**src/design/recovery_types_pkg.sv**
```systemverilog
`default_nettype none

package recovery_types_pkg;

  // One received recovery command
  typedef struct packed {
    logic [7:0]  cmd;
    logic [15:0] len;
    logic        is_rd;
    logic        error;
  } rx_cmd_t;

  // One queued payload word, nbytes counts valid bytes from 1 to 4
  typedef struct packed {
    logic [31:0] data;
    logic [2:0]  nbytes;
  } rx_word_t;

  // Receiver FSM states
  typedef enum logic [3:0] {
    Idle    = 4'h0,
    RxCmd   = 4'h1,
    RxLenL  = 4'h2,
    RxLenH  = 4'h3,
    RxData  = 4'h4,
    RxPec   = 4'h5,
    CmdIsRd = 4'h6,
    Cmd     = 4'h7,
    Busy    = 4'h8
  } rx_state_e;

endpackage

`default_nettype wire

```
**src/design/recovery_cfg_pkg.sv**
```systemverilog
`default_nettype none

package recovery_cfg_pkg;

  // Payload word queue depth
  localparam int unsigned WordFifoDepth = 8;

  // SMBus style PEC, CRC-8 with x^8 + x^2 + x + 1
  localparam logic [7:0] PecPoly = 8'h07;

  // PEC error counter saturates at all ones
  localparam int unsigned ErrCountWidth = 8;

endpackage

`default_nettype wire

```
**src/design/pec_crc8.sv**
```systemverilog
`timescale 1ns/1ps
`default_nettype none

module pec_crc8 (
  input  wire logic       clk_i,
  input  wire logic       rst_ni,
  input  wire logic       clear_i,
  input  wire logic       update_i,
  input  wire logic [7:0] byte_i,
  output logic      [7:0] crc_o
);

  // MSB first, one full byte per call
  function automatic logic [7:0] crc8_step(logic [7:0] crc, logic [7:0] data);
    logic [7:0] c;
    c = crc ^ data;
    for (int i = 0; i < 8; i++) begin
      if (c[7]) begin
        c = {c[6:0], 1'b0} ^ recovery_cfg_pkg::PecPoly;
      end else begin
        c = {c[6:0], 1'b0};
      end
    end
    return c;
  endfunction

  always_ff @(posedge clk_i or negedge rst_ni) begin
    if (!rst_ni) begin
      crc_o <= 8'h00;
    end else if (clear_i) begin
      crc_o <= 8'h00;
    end else if (update_i) begin
      crc_o <= crc8_step(crc_o, byte_i);
    end
  end

endmodule

`default_nettype wire

```
**src/design/byte_word_packer.sv**
```systemverilog
`timescale 1ns/1ps
`default_nettype none

module byte_word_packer (
  input  wire logic       clk_i,
  input  wire logic       rst_ni,
  input  wire logic       push_i,
  input  wire logic [7:0] byte_i,
  input  wire logic       flush_i,
  input  wire logic       drop_i,
  output logic            word_valid_o,
  output recovery_types_pkg::rx_word_t word_o
);

  logic [1:0]  count_q;
  logic [31:0] data_q;
  logic        emit_full;
  logic        emit_part;

  // Fourth byte completes a word, flush emits whatever is pending
  assign emit_full = push_i && !drop_i && (count_q == 2'd3);
  assign emit_part = flush_i && !drop_i && (count_q != 2'd0);

  always_ff @(posedge clk_i or negedge rst_ni) begin
    if (!rst_ni) begin
      count_q      <= 2'd0;
      word_valid_o <= 1'b0;
    end else begin
      word_valid_o <= emit_full || emit_part;
      if (drop_i || emit_part) begin
        count_q <= 2'd0;
      end else if (push_i) begin
        count_q <= count_q + 2'd1;
      end
    end
  end

  // Little-endian fill, first byte of a word zeroes the upper bytes
  always_ff @(posedge clk_i) begin
    if (push_i) begin
      if (count_q == 2'd0) begin
        data_q <= {24'd0, byte_i};
      end else begin
        data_q[{count_q, 3'b000} +: 8] <= byte_i;
      end
    end
  end

  always_ff @(posedge clk_i) begin
    if (emit_full) begin
      word_o.data   <= {byte_i, data_q[23:0]};
      word_o.nbytes <= 3'd4;
    end else if (emit_part) begin
      word_o.data   <= data_q;
      word_o.nbytes <= {1'b0, count_q};
    end
  end

endmodule

`default_nettype wire

```
**src/design/sync_fifo.sv**
```systemverilog
`timescale 1ns/1ps
`default_nettype none

module sync_fifo #(
  parameter type         T     = logic [7:0],
  parameter int unsigned Depth = 4
) (
  input  wire logic clk_i,
  input  wire logic rst_ni,
  input  wire logic push_i,
  input  wire T     data_i,
  input  wire logic pop_i,
  output T          data_o,
  output logic      valid_o,
  output logic      full_o
);

  localparam int unsigned PtrW = (Depth > 1) ? $clog2(Depth) : 1;
  localparam int unsigned CntW = $clog2(Depth + 1);

  T                mem_q [Depth];
  logic [PtrW-1:0] wr_ptr_q;
  logic [PtrW-1:0] rd_ptr_q;
  logic [CntW-1:0] count_q;
  logic            do_push;
  logic            do_pop;

  function automatic logic [PtrW-1:0] ptr_next(logic [PtrW-1:0] ptr);
    return (ptr == PtrW'(Depth - 1)) ? '0 : ptr + 1'b1;
  endfunction

  assign do_pop  = pop_i && (count_q != '0);
  assign do_push = push_i && ((count_q != CntW'(Depth)) || do_pop);

  assign data_o  = mem_q[rd_ptr_q];
  assign valid_o = (count_q != '0);
  // Also counts a word landing this cycle so the producer stops in time
  assign full_o  = (count_q == CntW'(Depth)) ||
                   (push_i && (count_q == CntW'(Depth - 1)));

  always_ff @(posedge clk_i or negedge rst_ni) begin
    if (!rst_ni) begin
      wr_ptr_q <= '0;
      rd_ptr_q <= '0;
      count_q  <= '0;
    end else begin
      if (do_push) wr_ptr_q <= ptr_next(wr_ptr_q);
      if (do_pop) rd_ptr_q <= ptr_next(rd_ptr_q);
      case ({do_push, do_pop})
        2'b10:   count_q <= count_q + 1'b1;
        2'b01:   count_q <= count_q - 1'b1;
        default: count_q <= count_q;
      endcase
    end
  end

  always_ff @(posedge clk_i) begin
    if (do_push) mem_q[wr_ptr_q] <= data_i;
  end

endmodule

`default_nettype wire

```
**src/design/recovery_receiver.sv**
```systemverilog
`timescale 1ns/1ps
`default_nettype none

module recovery_receiver (
  input  wire logic       clk_i,
  input  wire logic       rst_ni,
  input  wire logic [7:0] rx_byte_i,
  input  wire logic       rx_valid_i,
  output logic            rx_ready_o,
  input  wire logic       bus_start_i,
  input  wire logic       bus_stop_i,
  input  wire logic       fifo_full_i,
  input  wire logic [7:0] crc_value_i,
  output logic            crc_clear_o,
  output logic            crc_update_o,
  output logic            pack_push_o,
  output logic      [7:0] pack_byte_o,
  output logic            pack_flush_o,
  output logic            pack_drop_o,
  output logic            cmd_load_o,
  output recovery_types_pkg::rx_cmd_t cmd_o,
  input  wire logic       cmd_done_i
);

  recovery_types_pkg::rx_state_e state_q, state_d;

  logic        accept;
  logic        in_frame;
  logic [15:0] dcnt_q;
  logic [7:0]  cmd_q;
  logic [7:0]  len_l_q;
  logic [7:0]  len_h_q;
  logic [7:0]  pec_recv_q;
  logic [7:0]  pec_calc_q;
  logic        is_rd_q;
  // Delays cmd_load until the padded word has reached the FIFO
  logic [1:0]  load_pipe_q;

  assign accept   = rx_valid_i && rx_ready_o;
  assign in_frame = (state_q inside {recovery_types_pkg::RxCmd, recovery_types_pkg::RxLenL,
                                     recovery_types_pkg::RxLenH, recovery_types_pkg::RxData,
                                     recovery_types_pkg::RxPec});

  always_comb begin
    state_d = state_q;
    unique case (state_q)
      recovery_types_pkg::Idle: begin
        if (bus_start_i) state_d = recovery_types_pkg::RxCmd;
      end
      recovery_types_pkg::RxCmd: begin
        if (accept) state_d = recovery_types_pkg::RxLenL;
        else if (bus_stop_i) state_d = recovery_types_pkg::Idle;
      end
      recovery_types_pkg::RxLenL: begin
        if (accept) state_d = recovery_types_pkg::RxLenH;
        else if (bus_stop_i) state_d = recovery_types_pkg::Idle;
      end
      recovery_types_pkg::RxLenH: begin
        // Zero length skips straight to the PEC byte
        if (accept) begin
          state_d = ({rx_byte_i, len_l_q} == 16'd0) ? recovery_types_pkg::RxPec
                                                    : recovery_types_pkg::RxData;
        end else if (bus_start_i) begin
          state_d = recovery_types_pkg::CmdIsRd;
        end else if (bus_stop_i) begin
          state_d = recovery_types_pkg::Idle;
        end
      end
      recovery_types_pkg::RxData: begin
        if (accept && (dcnt_q == 16'd1)) state_d = recovery_types_pkg::RxPec;
        else if (!accept && bus_stop_i) state_d = recovery_types_pkg::Idle;
      end
      recovery_types_pkg::RxPec: begin
        if (accept) state_d = recovery_types_pkg::Cmd;
        else if (bus_stop_i) state_d = recovery_types_pkg::Idle;
      end
      recovery_types_pkg::CmdIsRd: state_d = recovery_types_pkg::Cmd;
      recovery_types_pkg::Cmd:     state_d = recovery_types_pkg::Busy;
      recovery_types_pkg::Busy: begin
        if (cmd_done_i) state_d = recovery_types_pkg::Idle;
      end
      default: state_d = recovery_types_pkg::Idle;
    endcase
  end

  // Payload bytes wait while the word queue has no room
  always_comb begin
    unique case (state_q)
      recovery_types_pkg::RxCmd,
      recovery_types_pkg::RxLenL,
      recovery_types_pkg::RxLenH,
      recovery_types_pkg::RxPec:  rx_ready_o = 1'b1;
      recovery_types_pkg::RxData: rx_ready_o = !fifo_full_i;
      default:                    rx_ready_o = 1'b0;
    endcase
  end

  assign crc_clear_o  = (state_q == recovery_types_pkg::Idle) && bus_start_i;
  assign crc_update_o = accept;
  assign pack_push_o  = accept && (state_q == recovery_types_pkg::RxData);
  assign pack_byte_o  = rx_byte_i;
  assign pack_flush_o = (state_q == recovery_types_pkg::Cmd) && (len_l_q[1:0] != 2'b00);
  assign pack_drop_o  = in_frame && !accept && bus_stop_i;
  assign cmd_load_o   = load_pipe_q[1];

  always_ff @(posedge clk_i or negedge rst_ni) begin
    if (!rst_ni) begin
      state_q     <= recovery_types_pkg::Idle;
      is_rd_q     <= 1'b0;
      load_pipe_q <= 2'b00;
    end else begin
      state_q     <= state_d;
      load_pipe_q <= {load_pipe_q[0], state_q == recovery_types_pkg::Cmd};
      if (state_q == recovery_types_pkg::CmdIsRd) is_rd_q <= 1'b1;
      else if (state_q == recovery_types_pkg::Idle) is_rd_q <= 1'b0;
    end
  end

  // Header capture, byte counter and PEC snapshot
  always_ff @(posedge clk_i) begin
    unique case (state_q)
      recovery_types_pkg::RxCmd: begin
        if (accept) cmd_q <= rx_byte_i;
      end
      recovery_types_pkg::RxLenL: begin
        if (accept) begin
          len_l_q     <= rx_byte_i;
          dcnt_q[7:0] <= rx_byte_i;
          // CRC of the command byte alone, used if this turns out a read
          pec_calc_q  <= crc_value_i;
        end
      end
      recovery_types_pkg::RxLenH: begin
        if (accept) begin
          len_h_q      <= rx_byte_i;
          dcnt_q[15:8] <= rx_byte_i;
        end
      end
      recovery_types_pkg::RxData: begin
        if (accept) dcnt_q <= dcnt_q - 16'd1;
      end
      recovery_types_pkg::RxPec: begin
        if (accept) begin
          pec_recv_q <= rx_byte_i;
          pec_calc_q <= crc_value_i;
        end
      end
      recovery_types_pkg::CmdIsRd: begin
        // Byte after the command was the PEC
        pec_recv_q <= len_l_q;
        len_l_q    <= 8'd0;
        len_h_q    <= 8'd0;
      end
      default: begin
      end
    endcase
  end

  assign cmd_o = '{cmd:   cmd_q,
                   len:   {len_h_q, len_l_q},
                   is_rd: is_rd_q,
                   error: (pec_calc_q != pec_recv_q)};

endmodule

`default_nettype wire

```
**src/design/recovery_cmd_csr.sv**
```systemverilog
`timescale 1ns/1ps
`default_nettype none

module recovery_cmd_csr (
  input  wire logic                         clk_i,
  input  wire logic                         rst_ni,
  input  wire logic                         load_i,
  input  wire recovery_types_pkg::rx_cmd_t  cmd_i,
  input  wire logic                         ack_i,
  output recovery_types_pkg::rx_cmd_t       cmd_o,
  output logic                              cmd_valid_o,
  output logic                              done_o,
  output logic [recovery_cfg_pkg::ErrCountWidth-1:0] err_count_o
);

  logic ack_ok;

  // Acks outside a valid command are ignored
  assign ack_ok = ack_i && cmd_valid_o;

  always_ff @(posedge clk_i or negedge rst_ni) begin
    if (!rst_ni) begin
      cmd_valid_o <= 1'b0;
      done_o      <= 1'b0;
      err_count_o <= '0;
    end else begin
      done_o <= ack_ok;
      if (load_i) begin
        cmd_valid_o <= 1'b1;
      end else if (ack_ok) begin
        cmd_valid_o <= 1'b0;
      end
      // Saturating PEC failure count
      if (load_i && cmd_i.error && (err_count_o != '1)) begin
        err_count_o <= err_count_o + 1'b1;
      end
    end
  end

  always_ff @(posedge clk_i) begin
    if (load_i) cmd_o <= cmd_i;
  end

endmodule

`default_nettype wire

```
**src/design/recovery_rx_top.sv**
```systemverilog
`timescale 1ns/1ps
`default_nettype none

module recovery_rx_top (
  input  wire logic                         clk_i,
  input  wire logic                         rst_ni,
  input  wire logic [7:0]                   rx_byte_i,
  input  wire logic                         rx_valid_i,
  output logic                              rx_ready_o,
  input  wire logic                         bus_start_i,
  input  wire logic                         bus_stop_i,
  output recovery_types_pkg::rx_word_t      word_o,
  output logic                              word_valid_o,
  input  wire logic                         word_pop_i,
  output recovery_types_pkg::rx_cmd_t       cmd_o,
  output logic                              cmd_valid_o,
  input  wire logic                         cmd_ack_i,
  output logic [recovery_cfg_pkg::ErrCountWidth-1:0] pec_err_count_o
);

  logic                         fifo_full;
  logic [7:0]                   crc_value;
  logic                         crc_clear;
  logic                         crc_update;
  logic                         pack_push;
  logic [7:0]                   pack_byte;
  logic                         pack_flush;
  logic                         pack_drop;
  logic                         pack_valid;
  recovery_types_pkg::rx_word_t pack_word;
  logic                         cmd_load;
  recovery_types_pkg::rx_cmd_t  rx_cmd;
  logic                         cmd_done;

  recovery_receiver u_receiver (
    .clk_i        (clk_i),
    .rst_ni       (rst_ni),
    .rx_byte_i    (rx_byte_i),
    .rx_valid_i   (rx_valid_i),
    .rx_ready_o   (rx_ready_o),
    .bus_start_i  (bus_start_i),
    .bus_stop_i   (bus_stop_i),
    .fifo_full_i  (fifo_full),
    .crc_value_i  (crc_value),
    .crc_clear_o  (crc_clear),
    .crc_update_o (crc_update),
    .pack_push_o  (pack_push),
    .pack_byte_o  (pack_byte),
    .pack_flush_o (pack_flush),
    .pack_drop_o  (pack_drop),
    .cmd_load_o   (cmd_load),
    .cmd_o        (rx_cmd),
    .cmd_done_i   (cmd_done)
  );

  pec_crc8 u_pec (
    .clk_i    (clk_i),
    .rst_ni   (rst_ni),
    .clear_i  (crc_clear),
    .update_i (crc_update),
    .byte_i   (rx_byte_i),
    .crc_o    (crc_value)
  );

  byte_word_packer u_packer (
    .clk_i        (clk_i),
    .rst_ni       (rst_ni),
    .push_i       (pack_push),
    .byte_i       (pack_byte),
    .flush_i      (pack_flush),
    .drop_i       (pack_drop),
    .word_valid_o (pack_valid),
    .word_o       (pack_word)
  );

  // Payload words waiting for software
  sync_fifo #(
    .T     (recovery_types_pkg::rx_word_t),
    .Depth (recovery_cfg_pkg::WordFifoDepth)
  ) u_word_fifo (
    .clk_i   (clk_i),
    .rst_ni  (rst_ni),
    .push_i  (pack_valid),
    .data_i  (pack_word),
    .pop_i   (word_pop_i),
    .data_o  (word_o),
    .valid_o (word_valid_o),
    .full_o  (fifo_full)
  );

  recovery_cmd_csr u_cmd_csr (
    .clk_i       (clk_i),
    .rst_ni      (rst_ni),
    .load_i      (cmd_load),
    .cmd_i       (rx_cmd),
    .ack_i       (cmd_ack_i),
    .cmd_o       (cmd_o),
    .cmd_valid_o (cmd_valid_o),
    .done_o      (cmd_done),
    .err_count_o (pec_err_count_o)
  );

endmodule

`default_nettype wire

```
**config.mk**
```make
export PLATFORM = sky130hd
export DESIGN_NAME = recovery_rx_top
export DESIGN_NICKNAME = d
export VERILOG_FILES = /design/src/design/recovery_types_pkg.sv /design/src/design/recovery_cfg_pkg.sv /design/src/design/pec_crc8.sv /design/src/design/byte_word_packer.sv /design/src/design/sync_fifo.sv /design/src/design/recovery_receiver.sv /design/src/design/recovery_cmd_csr.sv /design/src/design/recovery_rx_top.sv
export SDC_FILE = /design/constraint.sdc
export NUM_CORES = 1
export LEC_CHECK = 0
export BUFFER_PORTS_ARGS = -buffer_cell sky130_fd_sc_hd__buf_2
export CAP_MARGIN = 20
export CORE_MARGIN = 8
export CORE_UTILIZATION = 45
export CTS_CLUSTER_DIAMETER = 40
export DETAILED_ROUTE_END_ITERATION = 12
export GPL_ROUTABILITY_DRIVEN = 0
export PLACE_DENSITY = 0.72
export SLEW_MARGIN = 20
export SYNTH_ARGS = -nofsm -noshare
export SYNTH_HDL_FRONTEND = slang
export SYNTH_SLANG_ARGS = --single-unit
```
**constraint.sdc**
```tcl
create_clock -name clk_i -period 7.2 [get_ports clk_i]
set_input_delay 0.36 -clock clk_i [delete_from_list [all_inputs] [get_ports clk_i]]
set_output_delay 0.36 -clock clk_i [all_outputs]
set_load 0.03 [all_outputs]
```
# Word level (Yosys, flattened, before mapping)
# Memories as Yosys holds them, arrays and structs flattened.
# Cells that the tools add are included.
[totals] register_bits=187 n_memories=1 input_bits=15 mem_bits_rw=280
[memory_table] memory="u_word_fifo.mem_q" words=8 width=35 rd=1 rd_clocked_by_memory_dff=0 write_ports=1 line_no="sync_fifo.sv:21" source="T mem_q [Depth];"
[classes] bitwise=9 eq_ne=26 mux=59 n_reduce_logical=53 add_sub_neg=8 shift=2
[ops] op="two-way mux 8 bit" count=18
[ops] op="case mux 8 bit (2 select lines)" count=5
[ops] op="two-way mux 35 bit" count=2
[ops] op="two-way mux 4 bit" count=10
[ops] op="case mux 4 bit (9 select lines)" count=1
[ops] op="bitwise mux 32 bit" count=1
[ops] op="variable shift 8 x 7 -> 32 bit (first input constant)" count=1
[ops] op="indexed part select 8 x 7 -> 32 bit" count=1
[ops] op="two-way mux 3 bit" count=10
[ops] op="nonzero test 2 bit" count=13
[ops] op="NOT 3 bit" count=8
[ops] op="== test 4 x 3 -> 1 bit (second input constant)" count=5
[ops] op="logical AND 1 bit" count=18
[ops] op="== test 16 x 1 -> 1 bit (second input constant)" count=1
[ops] op="zero test 16 bit" count=1
[ops] op="two-way mux 16 bit" count=1
[ops] op="subtractor 16 x 1 -> 16 bit (second input constant)" count=1
[ops] op="!= test 2 x 1 -> 1 bit (second input constant)" count=5
[ops] op="AND reduction 2 bit" count=5
[ops] op="AND reduction 3 bit" count=3
[ops] op="adder 8 x 1 -> 8 bit (second input constant)" count=1
[ops] op="== test 4 x 2 -> 1 bit (second input constant)" count=2
[ops] op="== test 4 bit (second input constant)" count=2
[ops] op="!= test 8 bit" count=1
[ops] op="other kinds (26)" count=41

# Longest topological paths before layout
# Gate-level depths: netlist of the first run.
[depth] word_depth=36 depth_mapped=11

# Cells and area by module
# From an unflattened synthesis of the first run, not the netlist that was laid out.
[unflattened] cells_unflattened=1078 area_unflattened_um2=19194.7
[modules_own_cells] module="sync_fifo" seq_area_each_um2=8658.3 area_per_inst_um2=11305.8 n_inst=1 cells_each=487
[modules_own_cells] module="recovery_receiver" seq_area_each_um2=1856.8 area_per_inst_um2=3011.6 n_inst=1 cells_each=246
[modules_own_cells] module="byte_word_packer" seq_area_each_um2=2057.0 area_per_inst_um2=3004.1 n_inst=1 cells_each=224
[modules_own_cells] module="recovery_cmd_csr" seq_area_each_um2=1031.0 area_per_inst_um2=1236.2 n_inst=1 cells_each=64
[modules_own_cells] module="pec_crc8" seq_area_each_um2=200.2 area_per_inst_um2=636.9 n_inst=1 cells_each=57

# Worst setup path before layout of the first run
# OpenSTA, ideal clock, no wires.
[synth_timing] path_type="reg2reg" from="register u_word_fifo.count_q[1]" to="memory u_word_fifo.mem_q[0][0] (netlist name), enable pin" path_stages_with_launch=5 slack_ns=2.472 setup_time_ns=0.515 arrival_ns=4.213 cell_sequence="dfrtp_1 > nor3_1 > nand2_1 > o21ai_1 > nor4_1"
[synth_between] elab_chain_len=6 elab_cells_between_ends=7 cone_classes="eq/ne (1); mux (2); reduce/logical (4)"
[synth_lines] element="start: declaration" line_no="sync_fifo.sv:24" source="logic [CntW-1:0] count_q;"
[synth_lines] element="start signal: assignment" line_no="sync_fifo.sv:50" source="2'b10: count_q <= count_q + 1'b1;"
[synth_lines] element="start signal: assignment" line_no="sync_fifo.sv:51" source="2'b01: count_q <= count_q - 1'b1;"
[synth_lines] element="start signal: assignment" line_no="sync_fifo.sv:52" source="default: count_q <= count_q;"
[synth_lines] element="nonzero test 4 bit" line_no="sync_fifo.sv:32" source="assign do_pop = pop_i && (count_q != '0);"
[synth_lines] element="logical AND 1 bit" line_no="sync_fifo.sv:32"
[synth_lines] element="logical OR 1 bit *" line_no="sync_fifo.sv:33" source="assign do_push = push_i && ((count_q != CntW'(Depth)) || do_pop);"
[synth_lines] element="logical AND 1 bit *" line_no="sync_fifo.sv:33"
[synth_lines] element="two-way mux 1 bit *" line_no="sync_fifo.sv:58" source="if (do_push) mem_q[wr_ptr_q] <= data_i;"
[synth_lines] element="two-way mux 1 bit (implied by the code) *" line_no="sync_fifo.sv:58"
[synth_lines] element="end: declaration" line_no="sync_fifo.sv:21"
# Mark *: on every way between the ends. The rest lies on a longest branch, timed or not.

==> flow_summary.toml, run 1 <==
[status]
status = "completed"

[finish]
fin_nets = 1183
antenna_cells = 0
drive_gt1_share_pct = 28.94
synthToLayoutAreaGrowth_pct = 16.27

[setup_path]
r2r-start = "u_receiver.state_q[2]"
startpoint_type = "flip-flop"
rr_endpoint = "u_packer.word_o[27]"
end_kind = "primary output"
worst_ep_required_time_ns = 6.84
r2r_slack_ns = 3.79
startpoint = "u_word_fifo.rd_ptr_q[0]"
worst-setup-path-type = "flip-flop to primary output"
arrival_ns = 3.40
cp_max_fo = 48
crit_path_end = "word_o[1]"
r2r_cells = 5

[route]
viasPerCell = 5.470
routedWlPerCell_um = 21.34
ant_nets = 0
remaining_drc_errors = 0
drt_iter0_drc = 884
drt_first_pass_iters = 5
via_count = 9506
routed_wl_um = 37100

[global_route]
grt_usage_pct = 15.66
antenna_found_initial = 1
first_global_vias = 9895
grt_pass1_wl_um = 57730
grt_start_max_net_pins = 66
overflow = 0

[logic_synthesis]
async_reset_ff_share_pct = 8.137
syn_inst = 1036
yosys.cell_types.count = 57
synth_area_leaders = "edfxtp_1 (68%), mux4_2 (8.4%), dfrtp_1 (5.1%)"
synthDominantCellAreaShare_pct = 68.13
yosysSeqAreaShare_pct = 73.51
avgSynthCellArea_sq_um = 18.12
synth_seq_cells = 467
yosys.area.top_type = "edfxtp_1"
synth_flop_cell = "edfxtp_1"
synth.net_count = 1067
synth-edff-count = 426
synth.cell_area_sq_um = 18780
yosysWarnings = 0

[timing]
setup-violations-final = 0
setup_tns_ns = 0
slew_violations = 0
rsz0062_at_grt = "false"
finalCriticalPeriod_ns = 3.764
fmax_mhz = 265.6
finalHoldViolCount = 0
worst-slew-pin-transition_ns = 1.099
relSlewSlack_pct = 26.76
timing.final.crit_share_pct = 52.28
finalClockSkew_ns = 0.02305

[clock_tree]
cts_sinks = 467
insertion_delay_ns = 0.61
clkSlewWorstSetupHoldPaths_ns = 0.06
clk_path_buf_depth = 3
cts_buffers = 59
post_cts_resized = 0
cts_tree = "built"
root_buffer = "clkbuf_16"
htreeDepth = 2

[pwr]
powerDensity_nw_per_um2 = 377.0
irDropWorstVdd_uv = 243.2
power_w = 0.008232
leakage_nw = 7.350

[die]
die_w_um = 220.3
ios = 87
die-area_sq_um = 48520
start_util_pct = 45.17
rows = 75
die_h_um = 220.3
core_area_sq_um = 41570

[worst_hold_path]
hold_start = "rx_valid_i"
min_path_type = "input port to flip-flop"

[placement]
dpl.hpwl_um = 20920
port_buffers = 86

[run]
drv_cap = 0
-- critical path, stage by stage, from the launching register on --
cell and delay, ns:
dfrtp_4 1.05, buf_4 0.61, mux4_2 0.60, mux2_2 0.31
buf_2 0.19
-- Yosys cell counts (2+ instances only) --
cell type and number:
edfxtp_1 426, mux4_2 70, a21oi_1 49, mux2_2 44, dfrtp_1 38, clkbuf_1 34, xnor2_1 33, nand3_1 32
nor2_1 32, nand2b_1 31, xor2_1 22, nor3_1 21, nor2b_1 20, a21o_1 17, nand2_1 16, ha_1 15
nor2b_2 14, inv_1 13, nor4_1 13, and2_1 12, buf_2 10, a22o_1 8, nand4_1 7, o21ai_0 6
and3_1 4, and4b_1 3, buf_1 3, dfxtp_1 3, mux2i_1 3, o21a_1 3, o2bb2ai_1 3, or2_2 3
a31oi_1 2, buf_6 2, or3_1 2
-- through the flow --
step	area, sq um	utilization [%]	cells	worst slack, ns	hold slack [ns]
after floorplan	18780	-	1036	2.472	0.06441
after CTS	21830	52.51	1738	3.282	0.09459
after global routing	21830	52.52	1738	3.171	0.1366
after global placement	19850	47.75	1628	3.571	0.3466
after detailed placement	19850	47.76	1628	3.428	0.3435
final	21830	52.52	1738	3.436	0.1322
-- cell families after synthesis --
group	after synthesis	synth area share [%]
AND/OR/NAND/NOR	218	6.710
AO/OA/AOI/OAI	100	3.485
XOR/XNOR	55	2.565
flip-flops	467	73.51
buffers and inverters	63	1.426
adder cells (fa/ha/maj)	16	1.106
multiplexers	117	11.19
-- worst min-delay path by stage --
stage	to	slack, ns	depth (start not counted)
after floorplan	u_cmd_csr.cmd_valid_o	0.06	0
after detailed placement	u_receiver.load_pipe_q[1]	0.34	0
final	u_receiver.state_q[1]	0.13	3
after global placement	u_receiver.load_pipe_q[1]	0.35	0
after CTS	u_receiver.state_q[1]	0.09	3
after global routing	u_receiver.state_q[1]	0.14	3
-- flip-flops by register name (all words and copies together), names as in the netlist, 8 cells and up --
name / count
u_word_fifo.mem_q: 280
u_packer.word_o: 35
u_packer.data_q: 32
u_cmd_csr.cmd_o: 26
u_receiver.dcnt_q: 16
u_cmd_csr.err_count_o: 8
u_pec.crc_o: 8
u_receiver.cmd_q: 8
u_receiver.len_h_q: 8
u_receiver.len_l_q: 8
u_receiver.pec_calc_q: 8
u_receiver.pec_recv_q: 8
-- final cells by class --
cell class | instances | area, sq um
tap | 539 | 674.4
timing repair buffer | 105 | 578.1
clock buffer | 69 | 1524
fill | 3249 | 19740
clock inverter | 39 | 429.2
inverter | 13 | 48.80
multi-input combinational | 506 | 4770
sequential | 467 | 13810
-- per-layer routing --
layer / up-vias / routed length (um) / GRT usage [%]
met5: - / 8 / 0
met4: 2 / 1190 / 6.065
li1: 4309 / - / -
met1: 4768 / 15470 / 20.24
met3: 91 / 2323 / 3.157
met2: 336 / 18100 / 25.92
-- timing repair --
action	in CTS	in global routing
setup buffers	0	0
hold buffers	2	0
endpoints found under the hold margin	39	0
-- where the power goes --
group | switching, W | total (W) | internal [W]
registers | 0.000236 | 0.00338 | 0.00315
logic | 0.00110 | 0.00199 | 0.000887
clock network | 0.00114 | 0.00286 | 0.00172
total | 0.00248 | 0.00823 | 0.00575
-- layout by cell type, fill, tap and decap left out, drive strengths merged, types with 13 or more instances in the layout --
master | synthesis | final
nor3 | 22 | 22
nand3 | 32 | 32
a21oi | 49 | 49
a21o | 17 | 17
mux4 | 70 | 70
and2 | 13 | 13
inv | 13 | 21
nor2b | 34 | 34
clkbuf | 34 | 69
edfxtp | 426 | 426
mux2 | 44 | 44
clkinv | 0 | 21
nor2 | 33 | 33
buf | 16 | 103
nand2b | 31 | 31
nand2 | 16 | 16
nor4 | 13 | 13
dfrtp | 38 | 38
ha | 15 | 15
xnor2 | 33 | 33
xor2 | 22 | 22
(Power assumes the default switching activity.)
==> inputs of run 2 (changes only) <==
==> constraint.sdc (replaced) <==
create_clock -name clk_i -period 3.9 [get_ports clk_i]
set_input_delay 0.195 -clock clk_i [delete_from_list [all_inputs] [get_ports clk_i]]
set_output_delay 0.195 -clock clk_i [all_outputs]
set_load 0.03 [all_outputs]
==> run 2 against run 1 <==
  * Critical endpoint is now word_o[5]
  * First-iteration DRC count decreased by 22%
  * Cell area increased by 0.63%
  * Die area unchanged
  * Sequential share of layout area decreased by 0.40 points
  * Count of clock-buffer cells in the layout decreased by 4
  * Highest routed layer is now met4
==> flow_summary.toml, run 2 (synthesized netlist as in run 1, its figures left out) <==
[status]
status = "completed"

[finish]
top_regs = "u_word_fifo.mem_q x280, u_packer.word_o x35, u_packer.data_q x32"
drive_gt1_share_pct = 29.35
antenna_cells = 0
synthToLayoutAreaGrowth_pct = 17.01
final_util_pct = 52.85
top_register = "u_word_fifo.mem_q"
largest_reg_flops = 280
layout_common_cells = "edfxtp_1 (426), buf_2 (86), mux4_2 (70), clkbuf_16 (57), a21oi_1 (49)"
final_common_cell = "edfxtp_1"
final_area_sq_um = 21970
fill_cells = 3204
fin_cells = 1752
fin_nets = 1196

[global_route]
first_global_vias = 9948
grt_pass1_wl_um = 57330
overflow = 0
grt_usage_pct = 15.38
antenna_found_initial = 0
grt_start_max_net_pins = 39

[timing]
worst-slew-pin-transition_ns = 0.9611
fin_ws_ns = 0.8765
rsz0062_at_grt = "false"
finalHoldViolCount = 0
finalCriticalPeriod_ns = 3.023
timing.final.crit_share_pct = 77.53
finalClockSkew_ns = 0.01830
fmax_mhz = 330.7
setup-violations-final = 0
relSlewSlack_pct = 35.93
setup_tns_ns = 0
slew_violations = 0

[clock_tree]
insertion_delay_ns = 0.61
cts_sinks = 467
clk_path_buf_depth = 3
clkSlewWorstSetupHoldPaths_ns = 0.06
post-cts-setup-buffers = 0
post_cts_resized = 0
cts_tree = "built"
root_buffer = "clkbuf_16"
ctsHoldBuffers = 8
htreeDepth = 2
cts_buffers = 57

[die]
die_w_um = 220.3
die-area_sq_um = 48520
core_area_sq_um = 41570
rows = 75
die_h_um = 220.3
start_util_pct = 45.17
ios = 87

[pwr]
comb_power_share_pct = 24.8
p_clk_share_pct = 34.5
irDropWorstVdd_uv = 444.9
swShare_pct = 30.54
p_seq_share_pct = 40.7
powerDensity_nw_per_um2 = 693.4
p_int_w = 0.01058
leakage_nw = 7.434
power.switching_w = 0.004653

[setup_path]
cp_slowest_stage_delay_ns = 0.78
startpoint_type = "flip-flop"
r2r_cells = 6
crit_cells = 4
worst_ep_required_time_ns = 3.70
cp_cell_sequence = "buf_4, mux4_2, mux2_2, buf_2"
end_kind = "primary output"
cpMaxStageDelayCell = "dfrtp_4"
worst-setup-path-type = "flip-flop to primary output"
cp_top_family = "multiplexers"
cp_num_buf_inv = 2
cp_max_fo = 26
arrival_ns = 2.83

[placement]
placed_area_sq_um = 19950
place_inst = 1637
port_buffers = 86
dpl.hpwl_um = 21440
dp_slack_ns = 1.074

[route]
routedWlPerCell_um = 21.01
routed_wl_um = 36810
via_count = 9468
remaining_drc_errors = 0
drt_first_pass_iters = 6
drt_iter0_drc = 688
viasPerCell = 5.404
ant_nets = 0

[worst_hold_path]
min_delay_path_depth = 1
min_path_type = "input port to flip-flop"

[run]
drv_cap = 0
==> run 2: area by class of cell <==
cell class | instances | area, sq um | share of cell area [%]
repair buffers | 120 | 730.7 | 3.326
clock inverters | 42 | 483.0 | 2.198
well taps | 539 | 674.4 | 3.070
inverters | 13 | 48.80 | 0.2221
flip-flops and latches | 467 | 13810 | 62.85
clock buffers | 65 | 1456 | 6.629
multi-input cells | 506 | 4768 | 21.70
==> run 2: power by group through the flow <==
stage / clock [W] / combinational [W] / sequential, W
floorplan: 0 / 0.00300 / 0.00613
global placement: 0 / 0.00380 / 0.00628
detailed placement: 0 / 0.00384 / 0.00630
CTS: 0.00536 / 0.00387 / 0.00620
global route: 0.00556 / 0.00409 / 0.00625
finish: 0.00526 / 0.00378 / 0.00620
==> run 2: per-stage QoR <==
step	power (W)	hold slack, ns
after floorplan	0.009128	-0.1006
after global placement	0.01008	0.3392
after detailed placement	0.01015	0.3356
after CTS	0.01544	0.001748
after global routing	0.01590	0.001857
final	0.01523	0.03238
==> run 2: path summary, 6_finish.rpt <==
kind | startpoint | to | slack, ns
max in group asynchronous | rst_ni | u_word_fifo.rd_ptr_q[0] | 2.90
max | u_word_fifo.rd_ptr_q[0] | word_o[5] | 0.88
max reg2reg | u_receiver.state_q[2] | u_packer.word_o[30] | 1.06
min | rx_byte_i[4] | u_receiver.cmd_q[4] | 0.03
min reg2reg | u_receiver.load_pipe_q[0] | u_receiver.load_pipe_q[1] | 0.34
min in group asynchronous | rst_ni | u_cmd_csr.err_count_o[4] | 0.29
==> run 2: routing by layer <==
layer | vias up | GRT usage [%] | part of all wire [%] | wire length [um]
met2 | 246 | 25.58 | 50 | 18260
li1 | 4347 | - | - | -
met1 | 4812 | 20.05 | 43 | 15810
met5 | - | 0 | 0 | 0
met4 | 0 | 4.588 | 2.0 | 752
met3 | 63 | 3.513 | 5.4 | 1990
==> run 2: worst reg2reg max path, cell delays in order, from the launching register on <==
cell       delay, ns
dfrtp_1         0.68
or4b_4          0.56
a2111oi_4       0.31
and2_4          0.28
nor2_4          0.16
inv_1           0.10
buf_4           0.36
